## src/verilog/gpu_unit_settings.svh

```systemverilog
`ifndef GPU_UNIT_SETTINGS_SVH
`define GPU_UNIT_SETTINGS_SVH

// lanes per warp
`define NUM_THREADS 4

// warps per core
`define NUM_WARPS 4

// warp id width
`define NW_BITS 2

// barrier id width
`define NB_BITS 2

// register index width
`define NR_BITS 5

`endif

```

## src/verilog/gpu_unit_pkg.sv

```systemverilog
`include "gpu_unit_settings.svh"

package gpu_unit_pkg;

    typedef logic [31:0] word_t;
    typedef word_t [`NUM_THREADS-1:0] lanes_t;
    typedef logic [`NUM_THREADS-1:0] tmask_t;
    typedef logic [`NUM_WARPS-1:0] wmask_t;
    typedef logic [`NW_BITS-1:0] wid_t;
    typedef logic [`NB_BITS-1:0] bid_t;
    typedef logic [`NR_BITS-1:0] reg_t;
    typedef logic [1:0] tid_t;
    typedef logic [2:0] op_t;

    localparam op_t OP_TMC    = 3'd0;
    localparam op_t OP_WSPAWN = 3'd1;
    localparam op_t OP_SPLIT  = 3'd2;
    localparam op_t OP_JOIN   = 3'd3;
    localparam op_t OP_BAR    = 3'd4;
    localparam op_t OP_PRED   = 3'd5;
    localparam op_t OP_IMADD  = 3'd6;

    // {wid, tmask, pc, rd}
    localparam int TAG_W = `NW_BITS + `NUM_THREADS + 32 + `NR_BITS;
    typedef logic [TAG_W-1:0] tag_t;

    // tmc, wspawn, split and barrier fields back to back
    localparam int WCTL_W = (1 + `NUM_THREADS) + (1 + `NUM_WARPS + 32)
                          + (2 + 2 * `NUM_THREADS + 32) + (1 + `NB_BITS + `NW_BITS);
    typedef logic [WCTL_W-1:0] wctl_t;

    localparam int LANES_W = `NUM_THREADS * 32;
    localparam int RSP_W   = (LANES_W > WCTL_W) ? LANES_W : WCTL_W;
    typedef logic [RSP_W-1:0] rsp_t;

    // commit entry is {tag, wb, data, eop, is_wctl}
    localparam int ENTRY_W = TAG_W + 1 + RSP_W + 1 + 1;
    typedef logic [ENTRY_W-1:0] entry_t;

    typedef enum logic {
        PRI_WCTL,
        PRI_IMADD
    } arb_sel_t;

endpackage

```

## src/verilog/warp_ctl_decode.sv

```systemverilog
`include "gpu_unit_settings.svh"

module warp_ctl_decode (
    input  gpu_unit_pkg::op_t    op,
    input  gpu_unit_pkg::tmask_t tmask,
    input  gpu_unit_pkg::tid_t   tid,
    input  gpu_unit_pkg::word_t  next_pc,
    input  gpu_unit_pkg::lanes_t rs1_data,
    input  gpu_unit_pkg::lanes_t rs2_data,
    output gpu_unit_pkg::wctl_t  wctl
);

    gpu_unit_pkg::word_t  rs1_lane;
    gpu_unit_pkg::word_t  rs2_lane;
    gpu_unit_pkg::tmask_t taken_tmask;
    gpu_unit_pkg::tmask_t not_taken_tmask;
    gpu_unit_pkg::tmask_t tmc_tmask;
    gpu_unit_pkg::wmask_t wspawn_wmask;
    gpu_unit_pkg::wid_t   bar_size_m1;
    logic                 is_tmc;
    logic                 is_pred;
    logic                 is_wspawn;
    logic                 is_split;
    logic                 is_bar;
    logic                 split_diverged;

    assign is_tmc    = (op == gpu_unit_pkg::OP_TMC);
    assign is_pred   = (op == gpu_unit_pkg::OP_PRED);
    assign is_wspawn = (op == gpu_unit_pkg::OP_WSPAWN);
    assign is_split  = (op == gpu_unit_pkg::OP_SPLIT);
    assign is_bar    = (op == gpu_unit_pkg::OP_BAR);

    // scalar operands come from the lane named by tid
    assign rs1_lane = rs1_data[tid];
    assign rs2_lane = rs2_data[tid];

    always_comb begin
        for (int i = 0; i < `NUM_THREADS; i++) begin
            taken_tmask[i]     = tmask[i] && (rs1_data[i] != '0);
            not_taken_tmask[i] = tmask[i] && (rs1_data[i] == '0);
        end
    end

    always_comb begin
        for (int i = 0; i < `NUM_WARPS; i++) begin
            wspawn_wmask[i] = (gpu_unit_pkg::word_t'(i) < rs1_lane);
        end
    end

    // pred falls back to the active mask when nothing is taken
    always_comb begin
        if (is_pred) begin
            tmc_tmask = (taken_tmask != '0) ? taken_tmask : tmask;
        end else begin
            tmc_tmask = rs1_lane[`NUM_THREADS-1:0];
        end
    end

    assign split_diverged = (|taken_tmask) && (|not_taken_tmask);
    assign bar_size_m1    = gpu_unit_pkg::wid_t'(rs2_lane - 32'd1);

    assign wctl = {is_tmc | is_pred, tmc_tmask,
                   is_wspawn, wspawn_wmask, rs2_lane,
                   is_split, split_diverged, taken_tmask, not_taken_tmask, next_pc,
                   is_bar, rs1_lane[`NB_BITS-1:0], bar_size_m1};

endmodule

```

## config.mk

```make
export PLATFORM = sky130hd
export DESIGN_NAME = warp_ctl_decode
export DESIGN_NICKNAME = d
export VERILOG_FILES = /design/src/verilog/gpu_unit_pkg.sv /design/src/verilog/warp_ctl_decode.sv
export VERILOG_INCLUDE_DIRS = /design/src /design/src/verilog
export SDC_FILE = /design/constraint.sdc
export NUM_CORES = 1
export LEC_CHECK = 0
export BUFFER_PORTS_ARGS = -buffer_cell sky130_fd_sc_hd__buf_4
export CAP_MARGIN = 0
export CORE_AREA = 4 4 148 150
export DETAILED_ROUTE_END_ITERATION = 8
export DIE_AREA = 0 0 152 154
export GPL_ROUTABILITY_DRIVEN = 0
export PLACE_DENSITY = 0.38
export RECOVER_POWER = 25
export SYNTH_ARGS = -nofsm -noshare
export SYNTH_HDL_FRONTEND = slang
export SYNTH_SLANG_ARGS = --single-unit
export TNS_END_PERCENT = 5
```

## constraint.sdc

```tcl
create_clock -name vclk -period 2.1
set_input_delay 0.42 -clock vclk [all_inputs]
set_output_delay 0.42 -clock vclk [all_outputs]
set_load 0.1 [all_outputs]
```

==> metrics.md <==
| Metric | Value |
|---|---|
| DR vias | `2,921` |
| Final net count | `793` |
| I/O Buffers | `322` |
| Final setup margin | `-0.399 ns` |
| WHS Endpoint | `wctl[28]` |
| Worst Hold Launch | `next_pc[23]` |
| First-pass GRT wire length | `19,500 um` |
| Worst-Margin Slew | `0.472 ns` |
| Site Rows | `53` |
| Final WL | `13,600 um` |
| Tightest Hold Check Type | `in -> out` |
| Worst path cell trace | `buf_4 -> nor4_1 -> nand2_1 -> nor3_2 -> buf_4 -> mux4_2 -> nand2_4 -> buf_12 -> or2_4 -> buf_12` |
| Highest Clock Rate | `between 400 and 500 MHz` |
| Core area | `approximately 21,000 um2` |
| Tcrit/Tclk final | `1.19` |
| Worst rel slew slack | `0.685` |
| Status | `finished with violations` |
| Data required time at the worst endpoint | `between 1.5 and 2 ns` |
| Mapped Cells | `about 180` |
| Layout cells sized above 1 | `0.907` |
| Final-report setup violation count | `17` |
| Endpoints failing hold | `0` |
| Max incr delay on CP | `0.26 ns` |
| Max Slew Vio Count | `0` |
| DRT iter0 DRCs | `71` |
| Die width | `152 um` |
| CP Launch Type | `input pin` |
| Power per cell area | `320 nW/um2` |
| Largest net degree at the start of global routing | `16` |
| Post-Syn Area | `1750 um2` |
| Crit-path max FO | `3` |
| I/O pin cnt | `386` |
| Syn_nets | `475` |
| Peak supply drop | `0.154 mV` |
| Library cells used by synthesis | `31` |
| Cts hold-fix bufs | `0` |
| M3 GR Usage | `0.0324` |
| Met2 GRT Util | `0.198` |
| DRC | `0` |
| Fill count | `about 2,300` |
| Critical path class | `in -> out` |
| CP Capture Type | `output port` |
| Initial Utilization | `0.0847` |
| P&R area growth vs syn | `195%` |
| Yosys warning total | `0` |
| Unrepaired setup endpoints after global routing | `true` |
| CLK BUF | `0` |
| Multi-input logic area | `1820 um2` |
| FF+latch count | `0` |
| Max Cap Viol | `0` |
| Die height | `154 um` |
| DR pass1 iterations | `4` |
| GRT overflow | `0` |
| Vias in the first global route | `3,289` |
| Post-DP HPWL | `12,600 um` |
| Avg WL per Cell | `17.7 um` |
| Ant diodes | `0` |
| CP max stage cell | `nor4_1` |
| Min Tclk post-route | `2.50 ns` |
| Placed cell areas | `about 4600 um2` |
| Violated checks | `setup timing` |
| FF/Latch Area | `0 um2` |
| GR peak layer | `met2` |
| Worst hold path cell count | `0` |
| Initial antenna violation count | `1` |
| Final instance area | `5160 um2` |
| Seq/Total Area, Yosys | `0` |
| Routed Antenna Nets | `0` |
| Final Hold Slack | `0.840 ns` |
| Routed vias/inst | `3.80` |
| Avg Synthesized Cell Area | `9.85 um2` |
| Lkg Pwr | `between 2 and 2.5 nW` |
| GRT met1 Usage | `0.116` |
| Die Area | `~23,000 um2` |
| Critical Path AT | `2.08 ns` |
| Tot GR Track Use | `0.105` |
## cell usage after synthesis, types with 2 or more instances
library cell | number | area (um2)
nand2b_1 | 2 | 12.5
and2_1 | 2 | 12.5
a31oi_1 | 4 | 25.0
inv_1 | 7 | 26.3
nor3_1 | 4 | 20.0
nand3_1 | 4 | 20.0
buf_4 | 36 | 270
nor2_1 | 7 | 26.3
nor3b_1 | 3 | 22.5
nor3_2 | 2 | 20.0
nand2_1 | 10 | 37.5
clkbuf_1 | 3 | 11.3
nor4_1 | 27 | 169
mux4_2 | 37 | 833
nand4_1 | 7 | 43.8
nor4_2 | 5 | 62.6
a21o_2 | 2 | 17.5
buf_2 | 3 | 15.0
## worst max path at each step
stage | start | to | slack (ns)
6_report | rs1_data[69] | wctl[80] | -0.40
2_1_floorplan | tid[0] | wctl[1] | -0.38
3_5_place_dp | rs1_data[33] | wctl[87] | -0.86
5_1_grt | rs1_data[33] | wctl[87] | -0.54
3_3_place_gp | rs1_data[33] | wctl[87] | -0.83
4_1_cts | rs1_data[33] | wctl[87] | -0.45
## where the power goes
part / internal [mW] / switching (mW) / total (mW)
registers: 0 / 0 / 0
logic: 0.669 / 0.984 / 1.65
clock network: 0 / 0 / 0
total: 0.669 / 0.984 / 1.65
## stage by stage
| step | setup TNS (ns) | power (mW) | setup slack [ns] | util | std cells |
|---|---|---|---|---|---|
| 6_report | -4.28 | 1.65 | -0.399 | 0.250 | 769 |
| 2_1_floorplan | -3.64 | 1.22 | -0.378 | - | 178 |
| 3_5_place_dp | -13.47 | 1.56 | -0.862 | 0.222 | 768 |
| 4_1_cts | -5.37 | 1.65 | -0.446 | 0.243 | 769 |
| 5_1_grt | -6.44 | 1.72 | -0.540 | 0.250 | 769 |
| 3_3_place_gp | -12.90 | 1.55 | -0.828 | 0.222 | 768 |
## routing by layer
metal | routed length (um) | vias to the layer above
li1 | - | 1337
met1 | 4870 | 1346
met2 | 7120 | 198
met3 | 1260 | 38
met4 | 371 | 2
met5 | 13 | -
## layout by cell type (no fill, tap or decap)
| master | instances |
|---|---|
| buf_12 | 17 |
| nand2_1 | 9 |
| o31a_1 | 1 |
| or3_4 | 1 |
| nand4_1 | 7 |
| nor3_4 | 3 |
| a21o_2 | 1 |
| nor2_2 | 1 |
| buf_6 | 14 |
| a21o_4 | 2 |
| mux4_2 | 37 |
| nor4_4 | 14 |
| o22ai_1 | 1 |
| nand2_4 | 1 |
| nor4_1 | 9 |
| and2_2 | 2 |
| nor2_4 | 2 |
| nand3_2 | 1 |
| nor2_1 | 5 |
| nor3b_1 | 3 |
| and3b_1 | 1 |
| clkinvlp_4 | 1 |
| a31oi_4 | 4 |
| xor2_1 | 1 |
| or2_4 | 1 |
| xnor2_4 | 1 |
| inv_1 | 6 |
| nand2b_4 | 2 |
| nand2_2 | 1 |
| buf_4 | 330 |
| nand3_1 | 3 |
| nor3_2 | 3 |
| nor4_2 | 9 |
## what timing repair did
| item | in CTS | in global routing |
|---|---|---|
| buffers inserted | 2 | 0 |
| pin swaps | 12 | 4 |
| gates resized for setup | 82 | 24 |
| endpoints found under the setup margin | 50 | 40 |
## kinds of logic (layout without fill, tap and decap cells)
family                 after synthesis  in the layout  synth area share
multiplexers                        37             37             0.475
AO/OA/AOI/OAI                        9              9            0.0371
AND/OR/NAND/NOR                     78             78             0.277
XOR/XNOR                             2              2           0.00999
buffers and inverters               52            368             0.201
## critical path: cells and delay by family
kind,cells,cell delay [ns]
AND/OR/NAND/NOR,5,0.86
buffers and inverters,4,0.53
multiplexers,1,0.26
## layout make-up
type                       instances  share of cell area
inverter                           7             0.00581
multi-input combinational        126               0.352
tap                              275              0.0666
timing repair buffer             361               0.576
No activity file was read; power rests on OpenSTA's default activity.
