**config.mk**
```make
export PLATFORM = sky130hd
export DESIGN_NAME = commit_arb
export DESIGN_NICKNAME = d
export VERILOG_FILES = /design/src/verilog/gpu_unit_pkg.sv /design/src/verilog/commit_arb.sv
export VERILOG_INCLUDE_DIRS = /design/src /design/src/verilog
export SDC_FILE = /design/constraint.sdc
export NUM_CORES = 1
export LEC_CHECK = 0
export BUFFER_PORTS_ARGS = -buffer_cell sky130_fd_sc_hd__buf_2
export CAP_MARGIN = 25
export CORE_AREA = 5 5 202 204
export CTS_CLUSTER_DIAMETER = 60
export DETAILED_ROUTE_END_ITERATION = 16
export DIE_AREA = 0 0 207 209
export PLACE_DENSITY = 0.47
export RECOVER_POWER = 100
export SLEW_MARGIN = 20
export SYNTH_ARGS = -nofsm -noshare
export SYNTH_HDL_FRONTEND = slang
export SYNTH_SLANG_ARGS = --single-unit
```
**constraint.sdc**
```tcl
create_clock -name clk -period 14.4 [get_ports clk]
set_clock_uncertainty 0.05 [all_clocks]
set_input_delay 2.16 -clock clk [delete_from_list [all_inputs] [get_ports clk]]
set_output_delay 2.16 -clock clk [all_outputs]
set_load 0.05 [all_outputs]
```
**src/verilog/gpu_unit_settings.svh**
```systemverilog
`ifndef GPU_UNIT_SETTINGS_SVH
`define GPU_UNIT_SETTINGS_SVH

// lanes per warp
`define NUM_THREADS 4

// warps per core
`define NUM_WARPS 4

// warp id width
`define NW_BITS 2

// barrier id width
`define NB_BITS 2

// register index width
`define NR_BITS 5

`endif

```
**src/verilog/gpu_unit_pkg.sv**
```systemverilog
`include "gpu_unit_settings.svh"

package gpu_unit_pkg;

    typedef logic [31:0] word_t;
    typedef word_t [`NUM_THREADS-1:0] lanes_t;
    typedef logic [`NUM_THREADS-1:0] tmask_t;
    typedef logic [`NUM_WARPS-1:0] wmask_t;
    typedef logic [`NW_BITS-1:0] wid_t;
    typedef logic [`NB_BITS-1:0] bid_t;
    typedef logic [`NR_BITS-1:0] reg_t;
    typedef logic [1:0] tid_t;
    typedef logic [2:0] op_t;

    localparam op_t OP_TMC    = 3'd0;
    localparam op_t OP_WSPAWN = 3'd1;
    localparam op_t OP_SPLIT  = 3'd2;
    localparam op_t OP_JOIN   = 3'd3;
    localparam op_t OP_BAR    = 3'd4;
    localparam op_t OP_PRED   = 3'd5;
    localparam op_t OP_IMADD  = 3'd6;

    // {wid, tmask, pc, rd}
    localparam int TAG_W = `NW_BITS + `NUM_THREADS + 32 + `NR_BITS;
    typedef logic [TAG_W-1:0] tag_t;

    // tmc, wspawn, split and barrier fields back to back
    localparam int WCTL_W = (1 + `NUM_THREADS) + (1 + `NUM_WARPS + 32)
                          + (2 + 2 * `NUM_THREADS + 32) + (1 + `NB_BITS + `NW_BITS);
    typedef logic [WCTL_W-1:0] wctl_t;

    localparam int LANES_W = `NUM_THREADS * 32;
    localparam int RSP_W   = (LANES_W > WCTL_W) ? LANES_W : WCTL_W;
    typedef logic [RSP_W-1:0] rsp_t;

    // commit entry is {tag, wb, data, eop, is_wctl}
    localparam int ENTRY_W = TAG_W + 1 + RSP_W + 1 + 1;
    typedef logic [ENTRY_W-1:0] entry_t;

    typedef enum logic {
        PRI_WCTL,
        PRI_IMADD
    } arb_sel_t;

endpackage

```
**src/verilog/commit_arb.sv**
```systemverilog
module commit_arb (
    input  logic                 clk,
    input  logic                 reset,
    input  logic                 wctl_valid,
    output logic                 wctl_ready,
    input  gpu_unit_pkg::entry_t wctl_entry,
    input  logic                 imadd_valid,
    output logic                 imadd_ready,
    input  gpu_unit_pkg::entry_t imadd_entry,
    output logic                 out_valid,
    input  logic                 out_ready,
    output gpu_unit_pkg::entry_t out_entry
);

    gpu_unit_pkg::arb_sel_t pri;
    logic                   buf_ready;
    logic                   wctl_fire;
    logic                   imadd_fire;

    // buffer takes a new entry when empty or draining
    assign buf_ready = ~out_valid | out_ready;

    // a side is refused only while the other side holds priority and asks
    assign wctl_ready  = buf_ready
                       & ~(imadd_valid & (pri == gpu_unit_pkg::PRI_IMADD));
    assign imadd_ready = buf_ready
                       & ~(wctl_valid & (pri == gpu_unit_pkg::PRI_WCTL));

    assign wctl_fire  = wctl_valid & wctl_ready;
    assign imadd_fire = imadd_valid & imadd_ready;

    always_ff @(posedge clk) begin
        if (reset) begin
            out_valid <= 1'b0;
            pri       <= gpu_unit_pkg::PRI_WCTL;
        end else begin
            if (buf_ready) begin
                out_valid <= wctl_fire | imadd_fire;
            end
            // hand priority to the side that did not win
            if (wctl_fire) begin
                pri <= gpu_unit_pkg::PRI_IMADD;
            end else if (imadd_fire) begin
                pri <= gpu_unit_pkg::PRI_WCTL;
            end
        end
    end

    always_ff @(posedge clk) begin
        if (wctl_fire) begin
            out_entry <= wctl_entry;
        end else if (imadd_fire) begin
            out_entry <= imadd_entry;
        end
    end

endmodule

```
==> flow_summary_export.csv, run 1 <==
group,metric,value,unit
run_status,status,"finished, violations left",
run_status,violations,"max-capacitance violations, max-slew violations",
floorplanning,dieArea,43300,um2
clocking,clock_path_buffers,2,
floorplanning,ioPinCount,530,
place,portBuffers,529,
sta,period_needed,7300,ps
logic_synthesis,syn_area,7530,um2
sta,fin_crit_sh,50.7,%
floorplanning,rows,73,
clocking,clk_latency,440,ps
sta,relSlewSlack,-164,%
logic_synthesis,synth_commonest_cells,"edfxtp_1 (174), mux2_2 (164), buf_6 (16)",
sta,fmax,137,MHz
setup_path,crit_type,"in2reg",
logic_synthesis,ys_warn_count,0,
clocking,clk_pin_slew_worst_paths,70,ps
sta,finalWorstSetupSlack,7100,ps
setup_path,critical_path_arrival,7430,ps
pwr,p_per_area,136,nW/um2
sta,tns,0,ps
place,gp_congestion,0.878,
setup_path,crit_path_start_kind,"input port",
global_route,grt_pass1_wl,36.7,mm
layout,n_fill_cell,4167,
routing,viasPerCell,3.77,
sta,final-hold-violation-count,0,
logic_synthesis,ys_seq_elements,176,
clocking,ctsHtreeMaxLevel,4,
setup_path,crit_fanout,70,
global_route,grt_usage,11.3,%
place,hpwl,20.0,mm
global_route,grt_max_degree,72,
clocking,numCtsBuffers,17,
hold_path,min_path_type,"reg2reg",
place,pre_cts_ws,9310,ps
routing,wl_per_cell,17.5,um
global_route,grt-ovfl-total,0,
floorplanning,die_h,209,um
logic_synthesis,synthesis.nets,735,
clocking,cts_tree,"done",
logic_synthesis,synth_area_leader_cell,"edfxtp_1",
setup_path,critPathCaptureType,"flip-flop",
pwr,ir_drop,0.0789,mV
floorplanning,initial_core_util,19.3,%
logic_synthesis,async_flop_share,0,%
routing,dr.pass1.iters,4,
layout,drive_gt1_share,57.4,%
floorplanning,die_x,207,um
logic_synthesis,synth_cell_type_count,15,
logic_synthesis,synthMostInstantiatedCell,"edfxtp_1",
global_route,antenna_found_initial,2,
sta,rsz0062_at_grt,"false",
layout,syn_to_final_growth,45.9,%
sta,setup_violations,0,
logic_synthesis,ys_seq_area_share,69.9,%
logic_synthesis,synth_top_area_share,69.4,%
logic_synthesis,ys.flop_type,"edfxtp_1",
floorplanning,core_area,39100,um2
layout,nets,1269,
routing,vias,5484,
logic_synthesis,netlist_instances,382,
clocking,postCtsSetupBuffers,0,
routing,remaining_drc_errors,0,
clocking,cts_hold_buffers,0,
clocking,cts_resized,0,
logic_synthesis,synthTopCellsByArea,"edfxtp_1 (69%), mux2_2 (25%), buf_6 (2.4%)",
routing,drt_iter0_drc,142,
sta,worst_slew_pin_slew,3950,ps
setup_path,required,14520,ps
pwr,p_leak,4.37,nW
routing,antenna_left,0,
run,drv_cap,5,
routing,routed_wl,25.4,mm
sta,report.final.slew_viol_count,322,
clocking,clockRootBuffer,"clkbuf_16",
logic_synthesis,syn_avg_cell_area,19.7,um2
clocking,cts_sinks,176,
logic_synthesis,synth_edf_count,174,
global_route,grt_pass1_vias,6001,
-- layout by cell type (no fill, tap or decap), drive strengths merged --
cell,n
a21oi,4
buf,350
bufinv,3
clkbuf,204
clkinv,5
dfxtp,2
diode,1
edfxtp,174
inv,5
mux2,174
nand2,1
nand2b,1
nand3,1
nor2,3
nor2b,1
nor3,1
-- routing by layer --
| layer | track usage [%] | up-vias | part of all wire, % |
|---|---|---|---|
| met5 | 0 | - | 0 |
| met4 | 5.52 | 0 | 2.6 |
| met2 | 20.1 | 331 | 52 |
| met1 | 11.1 | 2547 | 35 |
| met3 | 5.15 | 31 | 10 |
| li1 | - | 2575 | - |
-- final timing paths --
| check | from | endpoint | slack (ps) | depth (start not counted) |
|---|---|---|---|---|
| max | out_ready | out_entry[141]$_DFFE_PP_ | 7100 | 5 |
| min | out_valid$_SDFFE_PP0P_ | out_valid$_SDFFE_PP0P_ | 480 | 2 |
| max reg2reg | out_valid$_SDFFE_PP0P_ | out_entry[20]$_DFFE_PP_ | 8600 | 4 |
| min reg2reg | out_valid$_SDFFE_PP0P_ | out_valid$_SDFFE_PP0P_ | 480 | 2 |
-- critical path, cell delays in order --
cell      delay [ps]
clkbuf_1          90
nand2b_2         190
nand3_1         1660
clkbuf_1        2760
mux2_2           520
-- report_power, final --
group,internal [W],total [W],switching [W],leakage [nW]
registers,0.000631,0.000646,0.0000148,1.75
clock network,0.000275,0.000486,0.000211,0.291
logic,0.000101,0.000358,0.000257,2.33
-- kinds of logic (layout without fill, tap and decap cells) --
group | Yosys count | count (layout) | synth area share (%)
flip-flops | 176 | 176 | 69.9
multiplexers | 174 | 174 | 26.5
buffers and inverters | 20 | 567 | 2.71
AND/OR/NAND/NOR | 8 | 8 | 0.598
AO/OA/AOI/OAI | 4 | 4 | 0.266
other | 0 | 1 | 0
-- registers in the layout, summed over array words and instances, names as in the netlist --
name,flops
out_entry,174
out_valid,1
pri,1
-- area by class of cell --
class,count,area [um2],share of cell area (%)
Sequential cell,176,5270,47.9
Clock inverter,12,156,1.42
Clock buffer,20,437,3.97
Multi-Input combinational cell,186,2020,18.4
Tap cell,525,657,5.98
Timing Repair Buffer,534,2440,22.2
Inverter,1,3.75,0.0342
Antenna cell,1,2.50,0.0228
-- per-stage QoR --
step | utilization (%) | power [W] | instances | cell area (um2) | hold WS, ps
6_report | 28.1 | 0.00149 | 1455 | 11000 | 479
5_1_grt | 28.1 | 0.00156 | 1455 | 11000 | 516
4_1_cts | 28.8 | 0.00153 | 1453 | 11300 | 514
3_5_place_dp | 27.3 | 0.00103 | 1421 | 10700 | 496
3_3_place_gp | 27.3 | 0.00103 | 1421 | 10700 | 495
2_1_floorplan | - | 0.000923 | 382 | 7530 | 464
No activity file was read; power rests on OpenSTA's default activity.
==> run 2: changes to the inputs <==
Settings changed: CORE_AREA 5 5 202 204 to 5 5 206 208, DIE_AREA 0 0 207 209 to 0 0 211 213, PLACE_DENSITY 0.47 to 0.46.
Clock period 14.4 ns to 7.45 ns, I/O delays scaled along.
==> run 2 against run 1 <==
Net effect: the run still ends with max-capacitance violations, max-slew violations left; sequential share of layout area up 0.13 points; sequential power is 92% higher; clock-buffer cell count grew 3; sequential cell count is the same; critical path depth unchanged; combinational power grew 92%.
==> flow_summary_export.csv, run 2 (synthesis results as in run 1) <==
group,metric,value,unit
run_status,status,"finished, violations left",
run_status,violations,"max-capacitance violations, max-slew violations",
setup_path,critPathCaptureType,"flip-flop",
global_route,grt_pass1_vias,5781,
layout,top_regs,"out_entry x174, out_valid x1, pri x1",
sta,report.final.slew_viol_count,48,
layout,syn_to_final_growth,45.5,%
clocking,ctsHtreeMaxLevel,4,
sta,period_needed,4400,ps
routing,viasPerCell,3.77,
sta,setup_violations,0,
setup_path,critical_path_arrival,4560,ps
floorplanning,initial_core_util,18.7,%
routing,vias,5503,
floorplanning,dieArea,44900,um2
routing,routed_wl,25.6,mm
layout,drive_gt1_share,56.7,%
sta,rsz0062_at_grt,"false",
setup_path,required,7610,ps
routing,drt_iter0_drc,205,
pwr,p_seq_share,44.4,%
clocking,cts_tree,"done",
layout,final_common_cell,"buf_2",
global_route,antenna_found_initial,5,
clocking,clockRootBuffer,"clkbuf_16",
routing,dr.pass1.iters,6,
layout,stdcell_count,1459,
layout,finish.instance_area,11000,um2
place,dpl-instance-area,10700,um2
setup_path,slowest_delay,1700,ps
routing,wl_per_cell,17.5,um
sta,tns,0,ps
pwr,p_per_area,256,nW/um2
hold_path,worstHoldPathCells,2,
pwr,p_switching,0.000911,W
floorplanning,ioPinCount,530,
floorplanning,die_h,213,um
hold_path,min_path_type,"reg2reg",
setup_path,path_cells,"buf_2 > nand2b_2 > nand3_1 > buf_4 > mux2_2",
clocking,cts_resized,0,
run,drv_cap,1,
setup_path,slowest_stage,"nand3_1",
clocking,clk_latency,460,ps
clocking,postCtsSetupBuffers,0,
setup_path,reg2reg_setup_slack,3560,ps
sta,fin_crit_sh,59.1,%
clocking,cts_hold_buffers,0,
global_route,grt_pass1_wl,34.8,mm
place,gp_congestion,0.765,
pwr,combPwrFrac,24.5,%
layout,final_cell_mix,"buf_2 (351), clkbuf_1 (184), edfxtp_1 (174)",
setup_path,ff2ff_path_depth,4,
layout,n_fill_cell,4318,
sta,final-hold-violation-count,0,
routing,antenna_left,0,
place,pre_cts_ws,3750,ps
pwr,p_clk_share,31.1,%
pwr,ir_drop,0.166,mV
setup_path,crit_fanout,68,
setup_path,crit_type,"in2reg",
layout,largest_register_ffs,174,
pwr,swShare,32.5,%
clocking,clock_path_buffers,2,
place,hpwl,19.8,mm
place,place_inst,1427,
clocking,numCtsBuffers,17,
setup_path,crit_path_start_kind,"input port",
routing,remaining_drc_errors,0,
global_route,grt-ovfl-total,0,
clocking,clk_pin_slew_worst_paths,60,ps
sta,finalWorstSetupSlack,3050,ps
global_route,grt_max_degree,174,
place,portBuffers,529,
pwr,p_leak,4.35,nW
floorplanning,rows,74,
clocking,cts_sinks,176,
sta,relSlewSlack,-57.9,%
sta,fmax,227,MHz
layout,regMostFlops,"out_entry",
sta,worst_slew_pin_slew,2360,ps
global_route,grt_usage,10.7,%
layout,nets,1267,
floorplanning,die_x,211,um
floorplanning,core_area,40400,um2
pwr,p_int,0.00189,W
==> run 2: path summary, 6_finish.rpt <==
path,start,to
worst max register to register,out_valid$_SDFFE_PP0P_,out_entry[75]$_DFFE_PP_
worst max-delay path,out_ready,out_entry[75]$_DFFE_PP_
worst min-delay path,out_valid$_SDFFE_PP0P_,out_valid$_SDFFE_PP0P_
worst min register to register,out_valid$_SDFFE_PP0P_,out_valid$_SDFFE_PP0P_
==> run 2: layer usage <==
layer	part of all wire, %	GRT usage [%]	routed length (um)
met3	11	5.41	2840
met1	36	11.2	9220
met2	51	18.6	13100
met5	0	0	0
met4	1.7	4.14	444
==> run 2: power groups by stage <==
stage | Clock [W] | Sequential [W] | Combinational [W]
after floorplan | 0 | 0.00161 | 0.000166
after global placement | 0 | 0.00126 | 0.000730
after detailed placement | 0 | 0.00126 | 0.000731
after CTS | 0.000909 | 0.00124 | 0.000732
after global routing | 0.000948 | 0.00125 | 0.000723
final | 0.000869 | 0.00124 | 0.000687
==> run 2: final cells by class <==
| cell class | instances | area [um2] | share of cell area, % |
|---|---|---|---|
| timing repair buffer | 532 | 2460 | 22.4 |
| multi-input combinational | 186 | 2020 | 18.5 |
| sequential | 176 | 5270 | 48.0 |
| antenna | 1 | 2.50 | 0.0228 |
| inverter | 1 | 3.75 | 0.0343 |
| clock buffer | 23 | 448 | 4.09 |
| clock inverter | 8 | 90.1 | 0.822 |
| tap | 532 | 666 | 6.07 |
==> run 2: critical path: cells and delay by family <==
family | cells | cell delay [ps]
buffers and inverters | 2 | 1020
multiplexers | 1 | 410
AND/OR/NAND/NOR | 2 | 1890
==> run 2: through the flow <==
step	util [%]	hold WS, ps	total power [W]
global placement	26.5	479	0.00199
CTS	27.8	493	0.00288
finish	27.1	460	0.00280
global route	27.1	498	0.00292
detailed placement	26.5	486	0.00199
floorplan	-	464	0.00178
